File: config.mk
export PLATFORM = sky130hd
export DESIGN_NAME = sc_mul_top
export DESIGN_NICKNAME = d
export VERILOG_FILES = /design/src/sc_pkg.sv /design/src/sc_accum_bank.sv /design/src/sc_counter.sv /design/src/sc_mul_top.sv /design/src/sc_phase_ctrl.sv /design/src/sc_result_stage.sv /design/src/sn_stream_reg.sv
export VERILOG_INCLUDE_DIRS = /design/src /design/src/src
export SDC_FILE = /design/constraint.sdc
export NUM_CORES = 1
export LEC_CHECK = 0
export ABC_AREA = 1
export ABC_CLOCK_PERIOD_IN_PS = 6750
export BUFFER_PORTS_ARGS = -buffer_cell sky130_fd_sc_hd__clkbuf_2
export CAP_MARGIN = 20
export CORE_ASPECT_RATIO = 1.2
export CORE_MARGIN = 1
export CORE_UTILIZATION = 37
export DETAILED_ROUTE_END_ITERATION = 6
export REMOVE_ABC_BUFFERS = 1
export SYNTH_ARGS = -nofsm -noshare
export SYNTH_HDL_FRONTEND = slang
export SYNTH_SLANG_ARGS = --single-unit
File: constraint.sdc
create_clock -name clk -period 6.75 [get_ports clk]
set_input_delay 0.675 -clock clk [delete_from_list [all_inputs] [get_ports clk]]
set_output_delay 0.675 -clock clk [all_outputs]
set_load 0.02 [all_outputs]
File: src/sc_defs.svh
`ifndef SC_DEFS_SVH
`define SC_DEFS_SVH

// operand width, one stream bit per operand code
`define SC_OPW 4
`define SC_LEN 16

// a lane can reach 16
`define SC_LANE_W 5

// product plus offset, wraps mod 256
`define SC_RESW 8

`endif

File: src/sc_pkg.sv
`include "sc_defs.svh"

package sc_pkg;

  // controller phases
  typedef enum logic [1:0] {
    IDLE = 2'd0,
    LOAD = 2'd1,
    MUL  = 2'd2,
    DONE = 2'd3
  } sc_phase_t;

  typedef logic [`SC_OPW-1:0] operand_t;  // operand or ramp value

  typedef logic [`SC_LEN-1:0] stream_t;   // unary stream

  typedef logic [`SC_RESW-1:0] result_t;

endpackage

File: src/sc_accum_bank.sv
`timescale 1ns/10ps
`include "sc_defs.svh"

module sc_accum_bank (
  input  logic            clk,
  input  logic            rst,
  input  logic            clr,
  input  logic            en,
  input  sc_pkg::stream_t stream_a,
  input  sc_pkg::stream_t stream_b,
  output sc_pkg::result_t sum
);

  import sc_pkg::*;

  logic [`SC_LEN-1:0]    lane_hit;
  logic [`SC_LANE_W-1:0] lane_cnt [`SC_LEN];

  assign lane_hit = stream_a & stream_b & {`SC_LEN{en}};  // bitwise product

  for (genvar i = 0; i < `SC_LEN; i++) begin : g_lane
    sc_counter #(
      .WIDTH (`SC_LANE_W)
    ) u_lane (
      .clk      (clk),
      .rst      (rst),
      .clr      (clr),
      .en       (lane_hit[i]),
      .count    (lane_cnt[i]),
      .overflow ()  // a lane never passes 16
    );
  end

  // total of all lanes is the exact product
  always_comb begin
    sum = '0;
    for (int i = 0; i < `SC_LEN; i++) begin
      sum = sum + result_t'(lane_cnt[i]);
    end
  end

endmodule

File: src/sc_counter.sv
`timescale 1ns/10ps

module sc_counter #(
  parameter int WIDTH = 4
) (
  input  logic             clk,
  input  logic             rst,
  input  logic             clr,
  input  logic             en,
  output logic [WIDTH-1:0] count,
  output logic             overflow
);

  always_ff @(posedge clk or posedge rst) begin
    if (rst) begin
      count    <= '0;
      overflow <= 1'b0;
    end else if (clr) begin
      count    <= '0;
      overflow <= 1'b0;
    end else if (en) begin
      count    <= count + 1'b1;
      overflow <= &count;  // set on the wrapping edge
    end
  end

endmodule

File: src/sc_mul_top.sv
`timescale 1ns/10ps

module sc_mul_top (
  input  logic             clk,
  input  logic             rst,
  input  logic             in_valid,
  input  sc_pkg::operand_t in_a,
  input  sc_pkg::operand_t in_b,
  input  sc_pkg::result_t  in_c,
  input  logic             out_ready,
  output logic             in_ready,
  output logic             out_valid,
  output sc_pkg::result_t  out_data
);

  import sc_pkg::*;

  logic     start;
  logic     fill;
  logic     rotate;
  logic     finish;
  logic     res_full;
  operand_t ramp;
  operand_t op_a;
  operand_t op_b;
  stream_t  stream_a;
  stream_t  stream_b;
  result_t  sum;

  sc_phase_ctrl u_ctrl (
    .clk      (clk),
    .rst      (rst),
    .in_valid (in_valid),
    .in_a     (in_a),
    .in_b     (in_b),
    .res_full (res_full),
    .in_ready (in_ready),
    .start    (start),
    .fill     (fill),
    .rotate   (rotate),
    .finish   (finish),
    .ramp     (ramp),
    .op_a     (op_a),
    .op_b     (op_b)
  );

  // fill wins over rotate, so a's stream is filled and then holds
  sn_stream_reg strm_a (
    .clk    (clk),
    .rst    (rst),
    .level  (op_a),
    .ramp   (ramp),
    .fill   (fill),
    .rotate (fill),
    .stream (stream_a)
  );

  sn_stream_reg strm_b (
    .clk    (clk),
    .rst    (rst),
    .level  (op_b),
    .ramp   (ramp),
    .fill   (fill),
    .rotate (rotate),
    .stream (stream_b)
  );

  sc_accum_bank u_bank (
    .clk      (clk),
    .rst      (rst),
    .clr      (start),
    .en       (rotate),
    .stream_a (stream_a),
    .stream_b (stream_b),
    .sum      (sum)
  );

  sc_result_stage u_res (
    .clk       (clk),
    .rst       (rst),
    .start     (start),
    .finish    (finish),
    .in_c      (in_c),
    .sum       (sum),
    .out_ready (out_ready),
    .out_valid (out_valid),
    .out_data  (out_data),
    .res_full  (res_full)
  );

endmodule

File: src/sc_phase_ctrl.sv
`timescale 1ns/10ps
`include "sc_defs.svh"

module sc_phase_ctrl (
  input  logic             clk,
  input  logic             rst,
  input  logic             in_valid,
  input  sc_pkg::operand_t in_a,
  input  sc_pkg::operand_t in_b,
  input  logic             res_full,
  output logic             in_ready,
  output logic             start,
  output logic             fill,
  output logic             rotate,
  output logic             finish,
  output sc_pkg::operand_t ramp,
  output sc_pkg::operand_t op_a,
  output sc_pkg::operand_t op_b
);

  import sc_pkg::*;

  sc_phase_t state;
  sc_phase_t state_nxt;
  logic      ramp_en;
  logic      ramp_ovf;

  assign in_ready = (state == IDLE);
  assign start    = in_valid & in_ready;
  assign fill     = (state == LOAD);
  assign rotate   = (state == MUL);
  assign finish   = (state == DONE) & ~res_full;  // output register must be free

  // counting from the acceptance edge puts the overflow one edge
  // ahead of the phase boundary, so LOAD and MUL last 16 edges each
  assign ramp_en = start | fill | rotate;

  sc_counter #(
    .WIDTH (`SC_OPW)
  ) u_ramp (
    .clk      (clk),
    .rst      (rst),
    .clr      (finish),  // back to zero before the next request
    .en       (ramp_en),
    .count    (ramp),
    .overflow (ramp_ovf)
  );

  always_comb begin
    state_nxt = state;
    case (state)
      IDLE:    if (start) state_nxt = LOAD;
      LOAD:    if (ramp_ovf) state_nxt = MUL;
      MUL:     if (ramp_ovf) state_nxt = DONE;
      DONE:    if (finish) state_nxt = IDLE;
      default: state_nxt = IDLE;
    endcase
  end

  always_ff @(posedge clk or posedge rst) begin
    if (rst) begin
      state <= IDLE;
    end else begin
      state <= state_nxt;
    end
  end

  // operands held for the whole fill
  always_ff @(posedge clk or posedge rst) begin
    if (rst) begin
      op_a <= '0;
      op_b <= '0;
    end else if (start) begin
      op_a <= in_a;
      op_b <= in_b;
    end
  end

endmodule

File: src/sc_result_stage.sv
`timescale 1ns/10ps

module sc_result_stage (
  input  logic            clk,
  input  logic            rst,
  input  logic            start,
  input  logic            finish,
  input  sc_pkg::result_t in_c,
  input  sc_pkg::result_t sum,
  input  logic            out_ready,
  output logic            out_valid,
  output sc_pkg::result_t out_data,
  output logic            res_full
);

  import sc_pkg::*;

  result_t c_q;  // offset for the request in flight

  assign res_full = out_valid;

  always_ff @(posedge clk or posedge rst) begin
    if (rst) begin
      c_q <= '0;
    end else if (start) begin
      c_q <= in_c;
    end
  end

  always_ff @(posedge clk or posedge rst) begin
    if (rst) begin
      out_valid <= 1'b0;
      out_data  <= '0;
    end else if (finish) begin
      out_valid <= 1'b1;
      out_data  <= sum + c_q;  // wraps mod 256
    end else if (out_valid && out_ready) begin
      out_valid <= 1'b0;
    end
  end

endmodule

File: src/sn_stream_reg.sv
`timescale 1ns/10ps
`include "sc_defs.svh"

module sn_stream_reg (
  input  logic             clk,
  input  logic             rst,
  input  sc_pkg::operand_t level,
  input  sc_pkg::operand_t ramp,
  input  logic             fill,
  input  logic             rotate,
  output sc_pkg::stream_t  stream
);

  import sc_pkg::*;

  operand_t thresh;
  logic     cmp_bit;

  // ramp leads the fill by one step
  // 16 - ramp lands level > k in bit k after the last shift
  assign thresh  = '0 - ramp;
  assign cmp_bit = (level > thresh);

  always_ff @(posedge clk or posedge rst) begin
    if (rst) begin
      stream <= '0;
    end else if (fill) begin
      stream <= {stream[`SC_LEN-2:0], cmp_bit};
    end else if (rotate) begin
      stream <= {stream[`SC_LEN-2:0], stream[`SC_LEN-1]};  // rotate left
    end
  end

endmodule

Word level (Yosys, flattened, before mapping)
Cells that the tools add are included.

word-level totals
  register bits after elaboration = 144
  bits of input ports = 20
  output and inout port bits = 10
  logic and storage cells = 144

operators by class
  add/subtract/negate cells = 34
  magnitude comparators = 2
  equal/unequal tests = 7
  multiplexer cells = 45
  bitwise logic cells = 7
  reductions and logical operators = 23

operators with widths
  cell                 count
  $mux 5               32
  $add 8x5->8          14
  $add 5x1->5 const B  16
  $reduce_bool 2->1    19
  $and 16x16->16       2
  $mux 16              2
  $add 8x8->8          1
  $gt 4x4->1           2
  $mux 2               4
  $mux 4               2
  $ne 2x2->1 const B   4
  $pmux 2 s4           1
  $reduce_and 4->1     2
  $add 5x5->6          1
  $add 4x1->4 const B  1
  $eq 2x2->1 const B   2
  $mux 1               4
  $sub 1x4->4 const A  1
  $and 1x1->1          2
  $eq 2x1->1 const B   1
  $logic_not 2->1      1
  $or 1x1->1           2
  $logic_and 1x1->1    1
  $not 1->1            1

Longest topological paths before layout
Gate-level depths: netlist of the first run.

  depth in word-level cells = 16
  mapped depth = 24
  mapped depth without buffers = 24

Hierarchy
Synthesis of the first run repeated with hierarchy kept, for this count alone.

second synthesis, totals
  cell total of the unflattened synthesis = 1219
  area, all modules = 10508.8 µm²

by module, submodules not included
  module                                     instances  cells each  area each (µm²)  sequential area each (µm²)
  sc_counter at u_bank.g_lane[0].u_lane ...  16         36          309.0            150.1
  sc_accum_bank                              1          266         2255.9           0.0
  sn_stream_reg                              2          88          797.0            400.4
  sc_result_stage                            1          111         964.7            425.4
  sc_phase_ctrl                              1          61          488.0            250.2
  sc_counter at u_ctrl.u_ramp                1          29          261.5            125.1

Worst setup path before layout of the first run
OpenSTA, ideal clock, no wires.

  kind = flip-flop to flip-flop
  start point = reg u_bank.g_lane[1].u_lane.count[0]
  end point = reg u_res.out_data[5]
  setup time = 123 ps
  data arrival time = 5397 ps
  required time = 6627 ps
  setup slack = 1230 ps
  stages on the path, launching flop included = 23
  buffers on the path = 0
  period minus slack after synthesis = 5520 ps
  cell sequence = dfrtp_1 > ha_1 > fa_1 > nand3_1 > nand2_1 > xor2_1 > fa_1 > inv_1 > fa_1 > fa_1 > fa_1 > inv_1 > fa_1 > inv_1 > fa_1 > inv_1 > ha_1 > nand2_1 > nand2_1 > a31oi_1 > nor2_1 > o21ai_0 > nand2_1

between the ends
  word-level cells in the longest chain between the ends = 16

ends and longest elaborated chain
  what                       line                   text
  start: declaration         sc_counter.sv:10       output logic [WIDTH-1:0] count,
  start signal: assignment   sc_counter.sv:22       count <= count + 1'b1;
  $add 5x5->6                sc_accum_bank.sv:38    sum = sum + result_t'(lane_cnt[i]);
  $add 8x5->8 (14 in a row)  sc_accum_bank.sv:38
  $add 8x8->8                sc_result_stage.sv:36  out_data <= sum + c_q;
  end signal: assignment     sc_result_stage.sv:36
  end: declaration           sc_result_stage.sv:12  output sc_pkg::result_t out_data,

Every way passes these cells.
A chain may end at the register's enable or synchronous reset.

Worst setup path after layout of the first run
Ends and elaborated chain as after synthesis.

==> results of run 1 <==
[layer usage]
metal  track usage (%)  wire length, um
met5                 0                0
met2             29.17             9731
met4             5.132              268
met3             2.598              376
met1             20.31             8435
[layout make-up]
type,instances,share of cell area [%]
clock inverter,11,1.012
clock buffer,21,4.639
inverter,151,5.638
timing repair buffer,34,1.801
tap,320,3.948
multi-input combinational,658,47.43
sequential,144,35.53
[worst paths after layout]
kind	startpoint	endpoint	slack [ns]	cells after the start
hold / removal	rst	u_bank.g_lane[4].u_lane.count[0]$_DFFE_PP0P_	0.40	2
setup reg to reg	u_bank.g_lane[1].u_lane.count[0]$_DFFE_PP0P_	u_res.out_data[5]$_DFFE_PP0P_	1.00	22
min in group clk	out_ready	u_res.out_valid$_DFFE_PP0P_	0.43	2
setup / recovery	u_bank.g_lane[1].u_lane.count[0]$_DFFE_PP0P_	u_res.out_data[5]$_DFFE_PP0P_	1.00	22
max in group asynchronous	rst	u_bank.g_lane[12].u_lane.count[4]$_DFFE_PP0P_	5.05	3
hold reg to reg	u_ctrl.u_ramp.overflow$_DFFE_PP0P_	u_ctrl.u_ramp.overflow$_DFFE_PP0P_	0.48	2
[state kept, by name, indices dropped and copies added (netlist names)]
register,cells
u_ctrl.u_ramp.overflow,1
u_ctrl.op_a,4
strm_a.stream,16
u_ctrl.state,2
u_res.out_data,8
u_res.out_valid,1
u_ctrl.u_ramp.count,4
u_ctrl.op_b,4
u_res.c_q,8
strm_b.stream,16
u_bank.g_lane.u_lane.count,80
[logic make-up (layout without fill, tap and decap cells)]
family                   after synthesis  in the layout  synth area share (%)
AO/OA/AOI/OAI                         97             97                 5.388
XOR/XNOR                              33             33                 3.167
adder cells (fa/ha/maj)              123            123                 22.46
buffers and inverters                174            217                 7.801
flip-flops                           144            144                 39.48
AND/OR/NAND/NOR                      405            405                 21.70
[stage by stage]
step	hold WS (ns)	util [%]	power, mW	cell area (um^2)	worst slack [ns]
after floorplan	0.4528	-	3.069	8981	1.230
after global placement	0.4678	39.79	3.715	9569	1.046
after detailed placement	0.4697	39.79	3.769	9569	0.9888
after CTS	0.4107	42.17	4.700	10140	0.9912
after global routing	0.4291	42.17	5.126	10140	0.6837
final	0.4016	42.17	4.626	10140	1.002
[cell usage in the layout, fill, tap and decap left out]
| cell type | instances |
|---|---|
| sky130_fd_sc_hd__a21oi_1 | 50 |
| sky130_fd_sc_hd__a22oi_1 | 1 |
| sky130_fd_sc_hd__a31oi_1 | 1 |
| sky130_fd_sc_hd__and2_1 | 1 |
| sky130_fd_sc_hd__buf_4 | 5 |
| sky130_fd_sc_hd__bufinv_16 | 1 |
| sky130_fd_sc_hd__clkbuf_1 | 1 |
| sky130_fd_sc_hd__clkbuf_16 | 17 |
| sky130_fd_sc_hd__clkbuf_2 | 29 |
| sky130_fd_sc_hd__clkbuf_8 | 3 |
| sky130_fd_sc_hd__clkinv_2 | 3 |
| sky130_fd_sc_hd__clkinvlp_4 | 3 |
| sky130_fd_sc_hd__dfrtp_1 | 144 |
| sky130_fd_sc_hd__fa_1 | 68 |
| sky130_fd_sc_hd__ha_1 | 55 |
| sky130_fd_sc_hd__inv_1 | 149 |
| sky130_fd_sc_hd__inv_2 | 1 |
| sky130_fd_sc_hd__inv_6 | 5 |
| sky130_fd_sc_hd__nand2_1 | 209 |
| sky130_fd_sc_hd__nand2_2 | 15 |
| sky130_fd_sc_hd__nand2_4 | 14 |
| sky130_fd_sc_hd__nand3_1 | 61 |
| sky130_fd_sc_hd__nand3_2 | 2 |
| sky130_fd_sc_hd__nand3_4 | 8 |
| sky130_fd_sc_hd__nand4_1 | 6 |
| sky130_fd_sc_hd__nor2_1 | 49 |
| sky130_fd_sc_hd__nor2_2 | 10 |
| sky130_fd_sc_hd__nor2_4 | 6 |
| sky130_fd_sc_hd__nor2b_1 | 1 |
| sky130_fd_sc_hd__nor3_1 | 23 |
| sky130_fd_sc_hd__o21ai_0 | 29 |
| sky130_fd_sc_hd__o21ai_1 | 15 |
| sky130_fd_sc_hd__o21bai_1 | 1 |
| sky130_fd_sc_hd__xnor2_1 | 14 |
| sky130_fd_sc_hd__xor2_1 | 19 |
[critical path, stage by stage, from the launching register on]
cell                      delay, ns
sky130_fd_sc_hd__dfrtp_1       0.43
sky130_fd_sc_hd__ha_1          0.24
sky130_fd_sc_hd__fa_1          0.40
sky130_fd_sc_hd__nand3_1       0.08
sky130_fd_sc_hd__nand2_1       0.06
sky130_fd_sc_hd__xor2_1        0.15
sky130_fd_sc_hd__fa_1          0.48
sky130_fd_sc_hd__inv_1         0.05
sky130_fd_sc_hd__fa_1          0.50
sky130_fd_sc_hd__fa_1          0.52
sky130_fd_sc_hd__fa_1          0.54
sky130_fd_sc_hd__inv_1         0.05
sky130_fd_sc_hd__fa_1          0.52
sky130_fd_sc_hd__inv_1         0.05
sky130_fd_sc_hd__fa_1          0.53
sky130_fd_sc_hd__inv_1         0.04
sky130_fd_sc_hd__ha_1          0.35
sky130_fd_sc_hd__nand2_1       0.10
sky130_fd_sc_hd__nand2_1       0.07
sky130_fd_sc_hd__a31oi_1       0.16
sky130_fd_sc_hd__nor2_1        0.05
sky130_fd_sc_hd__o21ai_0       0.17
sky130_fd_sc_hd__nand2_1       0.07
[report_power, final]
| group | switching (mW) | internal [mW] |
|---|---|---|
| sequential | 0.232 | 1.10 |
| clock | 0.386 | 0.539 |
| combinational | 1.46 | 0.913 |
| total | 2.08 | 2.55 |
==> impl_metrics.ini, run 1 <==
[routing]
route.final.wire_length_um = 18810
via_count_of_the_routed_design = 6303
post_drt_wl_per_cell_um = 14.05
drcViolationCount = 0
route.antenna.remaining_nets = 0
drt_iter0_markers = 281
detailed_routing_iterations_pass_1 = 5
route.detailed.vias_per_inst = 4.707

[job]
max-cap-violations = 0

[final_layout]
antenna_cells_inserted = 0
drive_above_1_share_pct = 11.97
syn2layout_area_growth_pct = 11.13
finish.net_count = 1149
area_of_all_sequential_standard_cells_um2 = 3603
final_cell_count_no_fill = 1339
nFillCells = 2329
multiInputGateArea_um2 = 4811

[yosys]
post_syn_area_um2 = 9126
yosysTopAreaCellShare_pct = 39.48
post_synth_num_cell_types = 30
post-synth-top-count-cell = sky130_fd_sc_hd__nand2_1
total_of_flip_flops_plus_latches_after_synthesis = 144
synthArstFlopShare_pct = 100.0
list_of_most_frequent_post_synthesis_cells = sky130_fd_sc_hd__nand2_1, sky130_fd_sc_hd__inv_1, sky130_fd_sc_hd__dfrtp_1
synthesis.area_per_instance_um2 = 9.351
yosys_most_used_dff = sky130_fd_sc_hd__dfrtp_1
post_synth_main_area_contributors = sky130_fd_sc_hd__dfrtp_1, sky130_fd_sc_hd__fa_1, sky130_fd_sc_hd__nand2_1
yosysWarningCount = 0
yosysSeqAreaShare_pct = 39.48
number_of_synthesized_flops_with_an_enable_pin = 0
netlist.top_cell.by_area = sky130_fd_sc_hd__dfrtp_1
syn_inst = 976

[global_route]
first_global_vias = 6473
grt_start_max_net_pins = 89
grt_overflow = 0
grt_antenna_before_repair = 0
gr-usage-all-layers_pct = 16.40
global_route_wire_length_before_repair_um = 32560

[floorplan]
core-area_um2 = 24050
num_rows = 62
num_io_pins = 30
die_area_um2 = 25300
die_height_um = 174.0
floorplan.initialDensity_pct = 37.95
die-width_um = 145.4

[worst_setup_path]
crit_required_ns = 7.06
critical_path_class = register to register
startpoint_type = register
path_max_fanout = 6
worstSetupEndpointType = register
worst_ep_arrival_time_ns = 6.06

[place]
gp_congestion = 0.7899
place.port_buffers = 29
placed_cell_count = 1307
hpwl_dp_um = 14000

[timing]
finalSetupViolCount = 0
setup_total_negative_slack_ns = 0
timing_max_transition_violations_final = 0
period_needed_ns = 5.748
clock_skew_ns = 0.009310
finalHoldViolCount = 0
maxSlewHeadroom_pct = 37.07
grt_setup_unrepaired = false
min_period_over_period_pct = 85.15
worst_pin_slew_ns = 0.9439
fmax_ghz = 0.1740

[clock_network]
tritoncts = yes
cts.path.max_buffers = 2
ctsHoldBuffers = 0
postCtsResizedCells = 0
numClockSinks = 144
clkSlewWorstSetupHoldPaths_ns = 0.06
h-tree-depth = 4
worstSkewPairLatency_ns = 0.43
postCtsSetupBuffers = 0
cts-buffers-inserted = 17
ctsRootBufferMaster = sky130_fd_sc_hd__clkbuf_16

[pwr]
leakagePower_nw = 5.040
irDropWorstVdd_mv = 0.3491
power_density_nw_per_um2 = 456.1

[status]
run_status = finished, final reports clean

[worst_hold_path]
hp-class = primary input to async pin
Note: power is estimated with default switching activity, not from simulation.
==> inputs of run 2 (changes only) <==
Settings changed: CORE_MARGIN 1 to 10.
==> impl_metrics.ini, run 2 (synthesis results as in run 1) <==
[status]
run_status = finished, final reports clean

[final_layout]
mostFrequentLayoutCells = sky130_fd_sc_hd__nand2_1, sky130_fd_sc_hd__inv_1, sky130_fd_sc_hd__dfrtp_1
area_of_all_sequential_standard_cells_um2 = 3603
biggestRegsByFlops = u_bank.g_lane.u_lane.count x80, strm_a.stream x16, strm_b.stream x16
syn2layout_area_growth_pct = 11.57
multiInputGateArea_um2 = 4811
drive_above_1_share_pct = 11.87
mostFrequentLayoutCell = sky130_fd_sc_hd__nand2_1
nFillCells = 2338
regMostFlops = u_bank.g_lane.u_lane.count
finish.net_count = 1149
largest_reg_flops = 80
antenna_cells_inserted = 0

[place]
gp_congestion = 0.8087
place.port_buffers = 29
hpwl_dp_um = 14120

[clock_network]
postCtsResizedCells = 0
clkSlewWorstSetupHoldPaths_ns = 0.07
numClockSinks = 144
ctsRootBufferMaster = sky130_fd_sc_hd__clkbuf_16
cts.path.max_buffers = 2
postCtsSetupBuffers = 0
worstSkewPairLatency_ns = 0.44
ctsHoldBuffers = 0
h-tree-depth = 4
tritoncts = yes
cts-buffers-inserted = 17

[worst_setup_path]
r2r_start = u_bank.g_lane[1].u_lane.count[0]$_DFFE_PP0P_
critical_path_class = register to register
worstSetupEndpointType = register
startpoint_type = register
timing.rr.end = u_res.out_data[5]$_DFFE_PP0P_
path_max_fanout = 6
r2r_slack_ns = 1.02
r2r_cells = 22
crit_required_ns = 7.07
worst_ep_arrival_time_ns = 6.06

[floorplan]
core-area_um2 = 24130
die_height_um = 192.0
die_area_um2 = 31370
die-width_um = 163.4
num_rows = 62
floorplan.initialDensity_pct = 37.83
num_io_pins = 30

[pwr]
net_sw_share_pct = 44.29
total_power_consumption_of_the_routed_design_mw = 4.670
combPwrFrac_pct = 50.3
leakagePower_nw = 5.054
power_density_nw_per_um2 = 458.6
sequentialPowerShare_pct = 28.4
power.internal_mw = 2.601
power.switching_mw = 2.068
clockPowerShare_pct = 21.3
irDropWorstVdd_mv = 0.2355

[timing]
maxSlewHeadroom_pct = 42.77
grt_setup_unrepaired = false
clock_skew_ns = 0.01396
period_needed_ns = 5.734
fmax_ghz = 0.1744
min_period_over_period_pct = 84.95
finalHoldViolCount = 0
finalSetupViolCount = 0
timing_max_transition_violations_final = 0
worst_pin_slew_ns = 0.8584
setup_total_negative_slack_ns = 0

[global_route]
grt_overflow = 0
global_route_wire_length_before_repair_um = 31970
grt_start_max_net_pins = 95
gr-usage-all-layers_pct = 12.82
first_global_vias = 6479
grt_antenna_before_repair = 0

[routing]
via_count_of_the_routed_design = 6279
drcViolationCount = 0
detailed_routing_iterations_pass_1 = 5
route.final.wire_length_um = 18810
post_drt_wl_per_cell_um = 14.05
route.antenna.remaining_nets = 0
drt_iter0_markers = 381
route.detailed.vias_per_inst = 4.689

[worst_hold_path]
hp-class = primary input to async pin

[job]
max-cap-violations = 0
## run 2: cell type report
class / count / share of cell area [%]
Sequential cell: 144 / 35.39
Clock inverter: 11 / 1.499
Inverter: 151 / 5.616
Clock buffer: 21 / 4.522
Multi-Input combinational cell: 658 / 47.25
Tap cell: 320 / 3.932
Timing Repair Buffer: 34 / 1.794
## run 2: worst max-delay path, stage by stage, from the launching register on
cell	delay (ns)
sky130_fd_sc_hd__dfrtp_1	0.43
sky130_fd_sc_hd__ha_1	0.24
sky130_fd_sc_hd__fa_1	0.41
sky130_fd_sc_hd__nand3_1	0.09
sky130_fd_sc_hd__nand2_1	0.06
sky130_fd_sc_hd__xor2_1	0.15
sky130_fd_sc_hd__fa_1	0.48
sky130_fd_sc_hd__inv_1	0.05
sky130_fd_sc_hd__fa_1	0.50
sky130_fd_sc_hd__fa_1	0.53
sky130_fd_sc_hd__fa_1	0.55
sky130_fd_sc_hd__inv_1	0.05
sky130_fd_sc_hd__fa_1	0.53
sky130_fd_sc_hd__inv_1	0.05
sky130_fd_sc_hd__fa_1	0.52
sky130_fd_sc_hd__inv_1	0.04
sky130_fd_sc_hd__ha_1	0.36
sky130_fd_sc_hd__nand2_1	0.10
sky130_fd_sc_hd__nand2_1	0.06
sky130_fd_sc_hd__a31oi_1	0.16
sky130_fd_sc_hd__nor2_1	0.06
sky130_fd_sc_hd__o21ai_0	0.15
sky130_fd_sc_hd__nand2_1	0.06
## run 2: worst max path at each step
stage | startpoint | end | slack [ns] | cells after the start
floorplan | u_bank.g_lane[1].u_lane.count[0]$_DFFE_PP0P_ | u_res.out_data[5]$_DFFE_PP0P_ | 1.23 | 22
global placement | u_bank.g_lane[1].u_lane.count[0]$_DFFE_PP0P_ | u_res.out_data[5]$_DFFE_PP0P_ | 1.04 | 22
detailed placement | u_bank.g_lane[1].u_lane.count[0]$_DFFE_PP0P_ | u_res.out_data[5]$_DFFE_PP0P_ | 1.00 | 22
CTS | u_bank.g_lane[1].u_lane.count[0]$_DFFE_PP0P_ | u_res.out_data[5]$_DFFE_PP0P_ | 1.00 | 22
global route | u_bank.g_lane[1].u_lane.count[0]$_DFFE_PP0P_ | u_res.out_data[5]$_DFFE_PP0P_ | 0.73 | 22
finish | u_bank.g_lane[1].u_lane.count[0]$_DFFE_PP0P_ | u_res.out_data[5]$_DFFE_PP0P_ | 1.02 | 22
## run 2: layer usage
metal	up-vias	routed length [um]	global-route usage [%]
met4	0	390	5.243
li1	3133	-	-
met5	-	0	0
met2	53	9575	22.23
met3	20	399	2.249
met1	3073	8444	15.36
## run 2: stage by stage
stage	instance area [um^2]	utilization [%]	hold WS (ns)	instances	worst slack, ns
2_1_floorplan	8981	-	0.4528	953	1.230
3_3_place_gp	9569	39.66	0.4619	1307	1.035
3_5_place_dp	9569	39.66	0.4692	1307	1.001
4_1_cts	10180	42.21	0.4119	1339	1.002
5_1_grt	10180	42.21	0.4419	1339	0.7280
6_report	10180	42.21	0.4108	1339	1.016
## run 2: power groups by stage
stage	combinational (mW)	sequential, mW	clock [mW]
floorplan	1.76	1.31	0
global placement	2.38	1.34	0
detailed placement	2.40	1.34	0
CTS	2.41	1.33	1.01
global route	2.78	1.36	1.05
finish	2.35	1.33	0.993
==> inputs of run 3 (changes only) <==
Settings changed: ABC_CLOCK_PERIOD_IN_PS 6750 to 4900.
Clock period 6.75 ns to 4.9 ns, I/O delays scaled along.
==> impl_metrics.ini, run 3 (synthesis results as in run 1) <==
[status]
run_status = finished, violations left
failed_checks = negative setup slack

[timing]
maxSlewHeadroom_pct = 31.58
fmax_ghz = 0.1907
finalSetupViolCount = 5
finalHoldViolCount = 0
period_needed_ns = 5.244
clock_skew_ns = 0.01253
postLayoutSetupSlackWorst_ns = -0.3442
grt_setup_unrepaired = true
timing_max_transition_violations_final = 0
worst_pin_slew_ns = 1.026
min_period_over_period_pct = 107.0

[floorplan]
die_area_um2 = 31370
floorplan.initialDensity_pct = 37.83
die-width_um = 163.4
die_height_um = 192.0
num_rows = 62
core-area_um2 = 24130
num_io_pins = 30

[final_layout]
nFillCells = 2308
drive_above_1_share_pct = 15.85
regMostFlops = u_bank.g_lane.u_lane.count
mostFrequentLayoutCell = sky130_fd_sc_hd__nand2_1
mostFrequentLayoutCells = sky130_fd_sc_hd__nand2_1, sky130_fd_sc_hd__inv_1, sky130_fd_sc_hd__dfrtp_1
syn2layout_area_growth_pct = 14.09
final_cell_count_no_fill = 1367
multiInputGateArea_um2 = 4877
antenna_cells_inserted = 0
largest_reg_flops = 80
area_of_all_sequential_standard_cells_um2 = 3603
biggestRegsByFlops = u_bank.g_lane.u_lane.count x80, strm_a.stream x16, strm_b.stream x16
finish.net_count = 1177

[worst_setup_path]
path_max_fanout = 3
crit_required_ns = 5.22
worstSetupEndpointType = register
critical_path_class = register to register
startpoint_type = register
worst_ep_arrival_time_ns = 5.56

[place]
hpwl_dp_um = 14410
place.port_buffers = 29
gp_congestion = 0.7876
placed_cell_count = 1330

[clock_network]
clkSlewWorstSetupHoldPaths_ns = 0.07
numClockSinks = 144
cts-buffers-inserted = 17
worstSkewPairLatency_ns = 0.44
h-tree-depth = 4
tritoncts = yes
cts.path.max_buffers = 2
ctsHoldBuffers = 0
ctsRootBufferMaster = sky130_fd_sc_hd__clkbuf_16

[pwr]
irDropWorstVdd_mv = 0.5798
leakagePower_nw = 5.181
total_power_consumption_of_the_routed_design_mw = 6.905
power_density_nw_per_um2 = 663.1

[routing]
drt_iter0_markers = 331
drcViolationCount = 0
route.final.wire_length_um = 19510
detailed_routing_iterations_pass_1 = 5
via_count_of_the_routed_design = 6303
route.detailed.vias_per_inst = 4.611
route.antenna.remaining_nets = 0
post_drt_wl_per_cell_um = 14.27

[worst_hold_path]
hp-class = primary input to async pin

[global_route]
grt_overflow = 0
gr-usage-all-layers_pct = 13.26
grt_antenna_before_repair = 0
grt_start_max_net_pins = 102
global_route_wire_length_before_repair_um = 33050
first_global_vias = 6677

[job]
max-cap-violations = 0
[run 3: cell count changes in the layout (fill, tap and decap cells not counted), moves of 3 or more]
cell / change
sky130_fd_sc_hd__buf_4: +28
sky130_fd_sc_hd__bufinv_16: -3
sky130_fd_sc_hd__clkinvlp_4: -3
sky130_fd_sc_hd__fa_1: -4
sky130_fd_sc_hd__fa_2: +4
sky130_fd_sc_hd__ha_1: -5
sky130_fd_sc_hd__ha_4: +3
sky130_fd_sc_hd__inv_6: +3
sky130_fd_sc_hd__inv_8: +4
sky130_fd_sc_hd__o21ai_0: -3
sky130_fd_sc_hd__o21ai_1: +3
[run 3: worst paths after layout]
check | depth (start not counted) | to | from | slack (ns)
max in group asynchronous | 3 | u_res.c_q[7]$_DFFE_PP0P_ | rst | 3.47
min | 2 | u_bank.g_lane[4].u_lane.count[3]$_DFFE_PP0P_ | rst | 0.24
max reg2reg | 22 | u_res.out_data[7]$_DFFE_PP0P_ | u_bank.g_lane[0].u_lane.count[0]$_DFFE_PP0P_ | -0.34
max | 22 | u_res.out_data[7]$_DFFE_PP0P_ | u_bank.g_lane[0].u_lane.count[0]$_DFFE_PP0P_ | -0.34
min in group clk | 2 | u_res.out_valid$_DFFE_PP0P_ | out_ready | 0.24
min reg2reg | 2 | u_res.out_data[7]$_DFFE_PP0P_ | u_res.out_data[7]$_DFFE_PP0P_ | 0.48
[run 3: final cells by class]
cell class	instances	share of cell area [%]
sequential	144	34.61
inverter	151	5.491
clock inverter	15	1.358
timing repair buffer	62	3.773
multi-input combinational	658	46.84
clock buffer	17	4.086
tap	320	3.845
[run 3: what timing repair did]
action	in CTS	in global routing
buffers inserted	4	1
pin swaps	24	4
endpoints found under the setup margin	6	6
resized for setup	15	3
[run 3: routing by layer]
layer | part of all wire, % | GRT usage (%) | vias to the layer above
met4 | 2.9 | 5.903 | 0
met2 | 52 | 23.62 | 47
met5 | 0 | 0 | -
met1 | 44 | 15.24 | 3050
met3 | 1.9 | 2.206 | 29
li1 | - | - | 3177
[run 3: per-stage QoR]
stage	util (%)	area (um^2)	hold slack [ns]	worst slack [ns]	TNS, ns
global route	43.16	10410	0.2384	-0.5662	-2.474
global placement	40.38	9742	0.4641	-0.6913	-3.138
CTS	43.11	10400	0.2252	-0.3539	-1.502
floorplan	-	8981	0.4528	-0.6196	-2.588
finish	43.16	10410	0.2368	-0.3442	-1.473
detailed placement	40.38	9742	0.4706	-0.7175	-3.358
[run 3: critical path: stages, from the launching register on]
cell and delay, ns:
sky130_fd_sc_hd__dfrtp_1 0.39, sky130_fd_sc_hd__ha_2 0.19, sky130_fd_sc_hd__fa_2 0.36, sky130_fd_sc_hd__nand3_2 0.08, sky130_fd_sc_hd__nand2_2 0.05, sky130_fd_sc_hd__xor2_1 0.15, sky130_fd_sc_hd__fa_1 0.48, sky130_fd_sc_hd__inv_1 0.05
sky130_fd_sc_hd__fa_1 0.50, sky130_fd_sc_hd__fa_2 0.45, sky130_fd_sc_hd__fa_1 0.49, sky130_fd_sc_hd__inv_1 0.05, sky130_fd_sc_hd__fa_1 0.52, sky130_fd_sc_hd__inv_1 0.05, sky130_fd_sc_hd__fa_1 0.49, sky130_fd_sc_hd__inv_2 0.05
sky130_fd_sc_hd__ha_4 0.24, sky130_fd_sc_hd__buf_4 0.14, sky130_fd_sc_hd__nand4_1 0.08, sky130_fd_sc_hd__nor2b_1 0.14, sky130_fd_sc_hd__nand3_1 0.07, sky130_fd_sc_hd__nand3_1 0.07, sky130_fd_sc_hd__nand2_1 0.05
[run 3: power by group]
group / internal (mW) / switching (mW)
Sequential: 1.51 / 0.305
Combinational: 1.60 / 2.23
Clock: 0.674 / 0.588
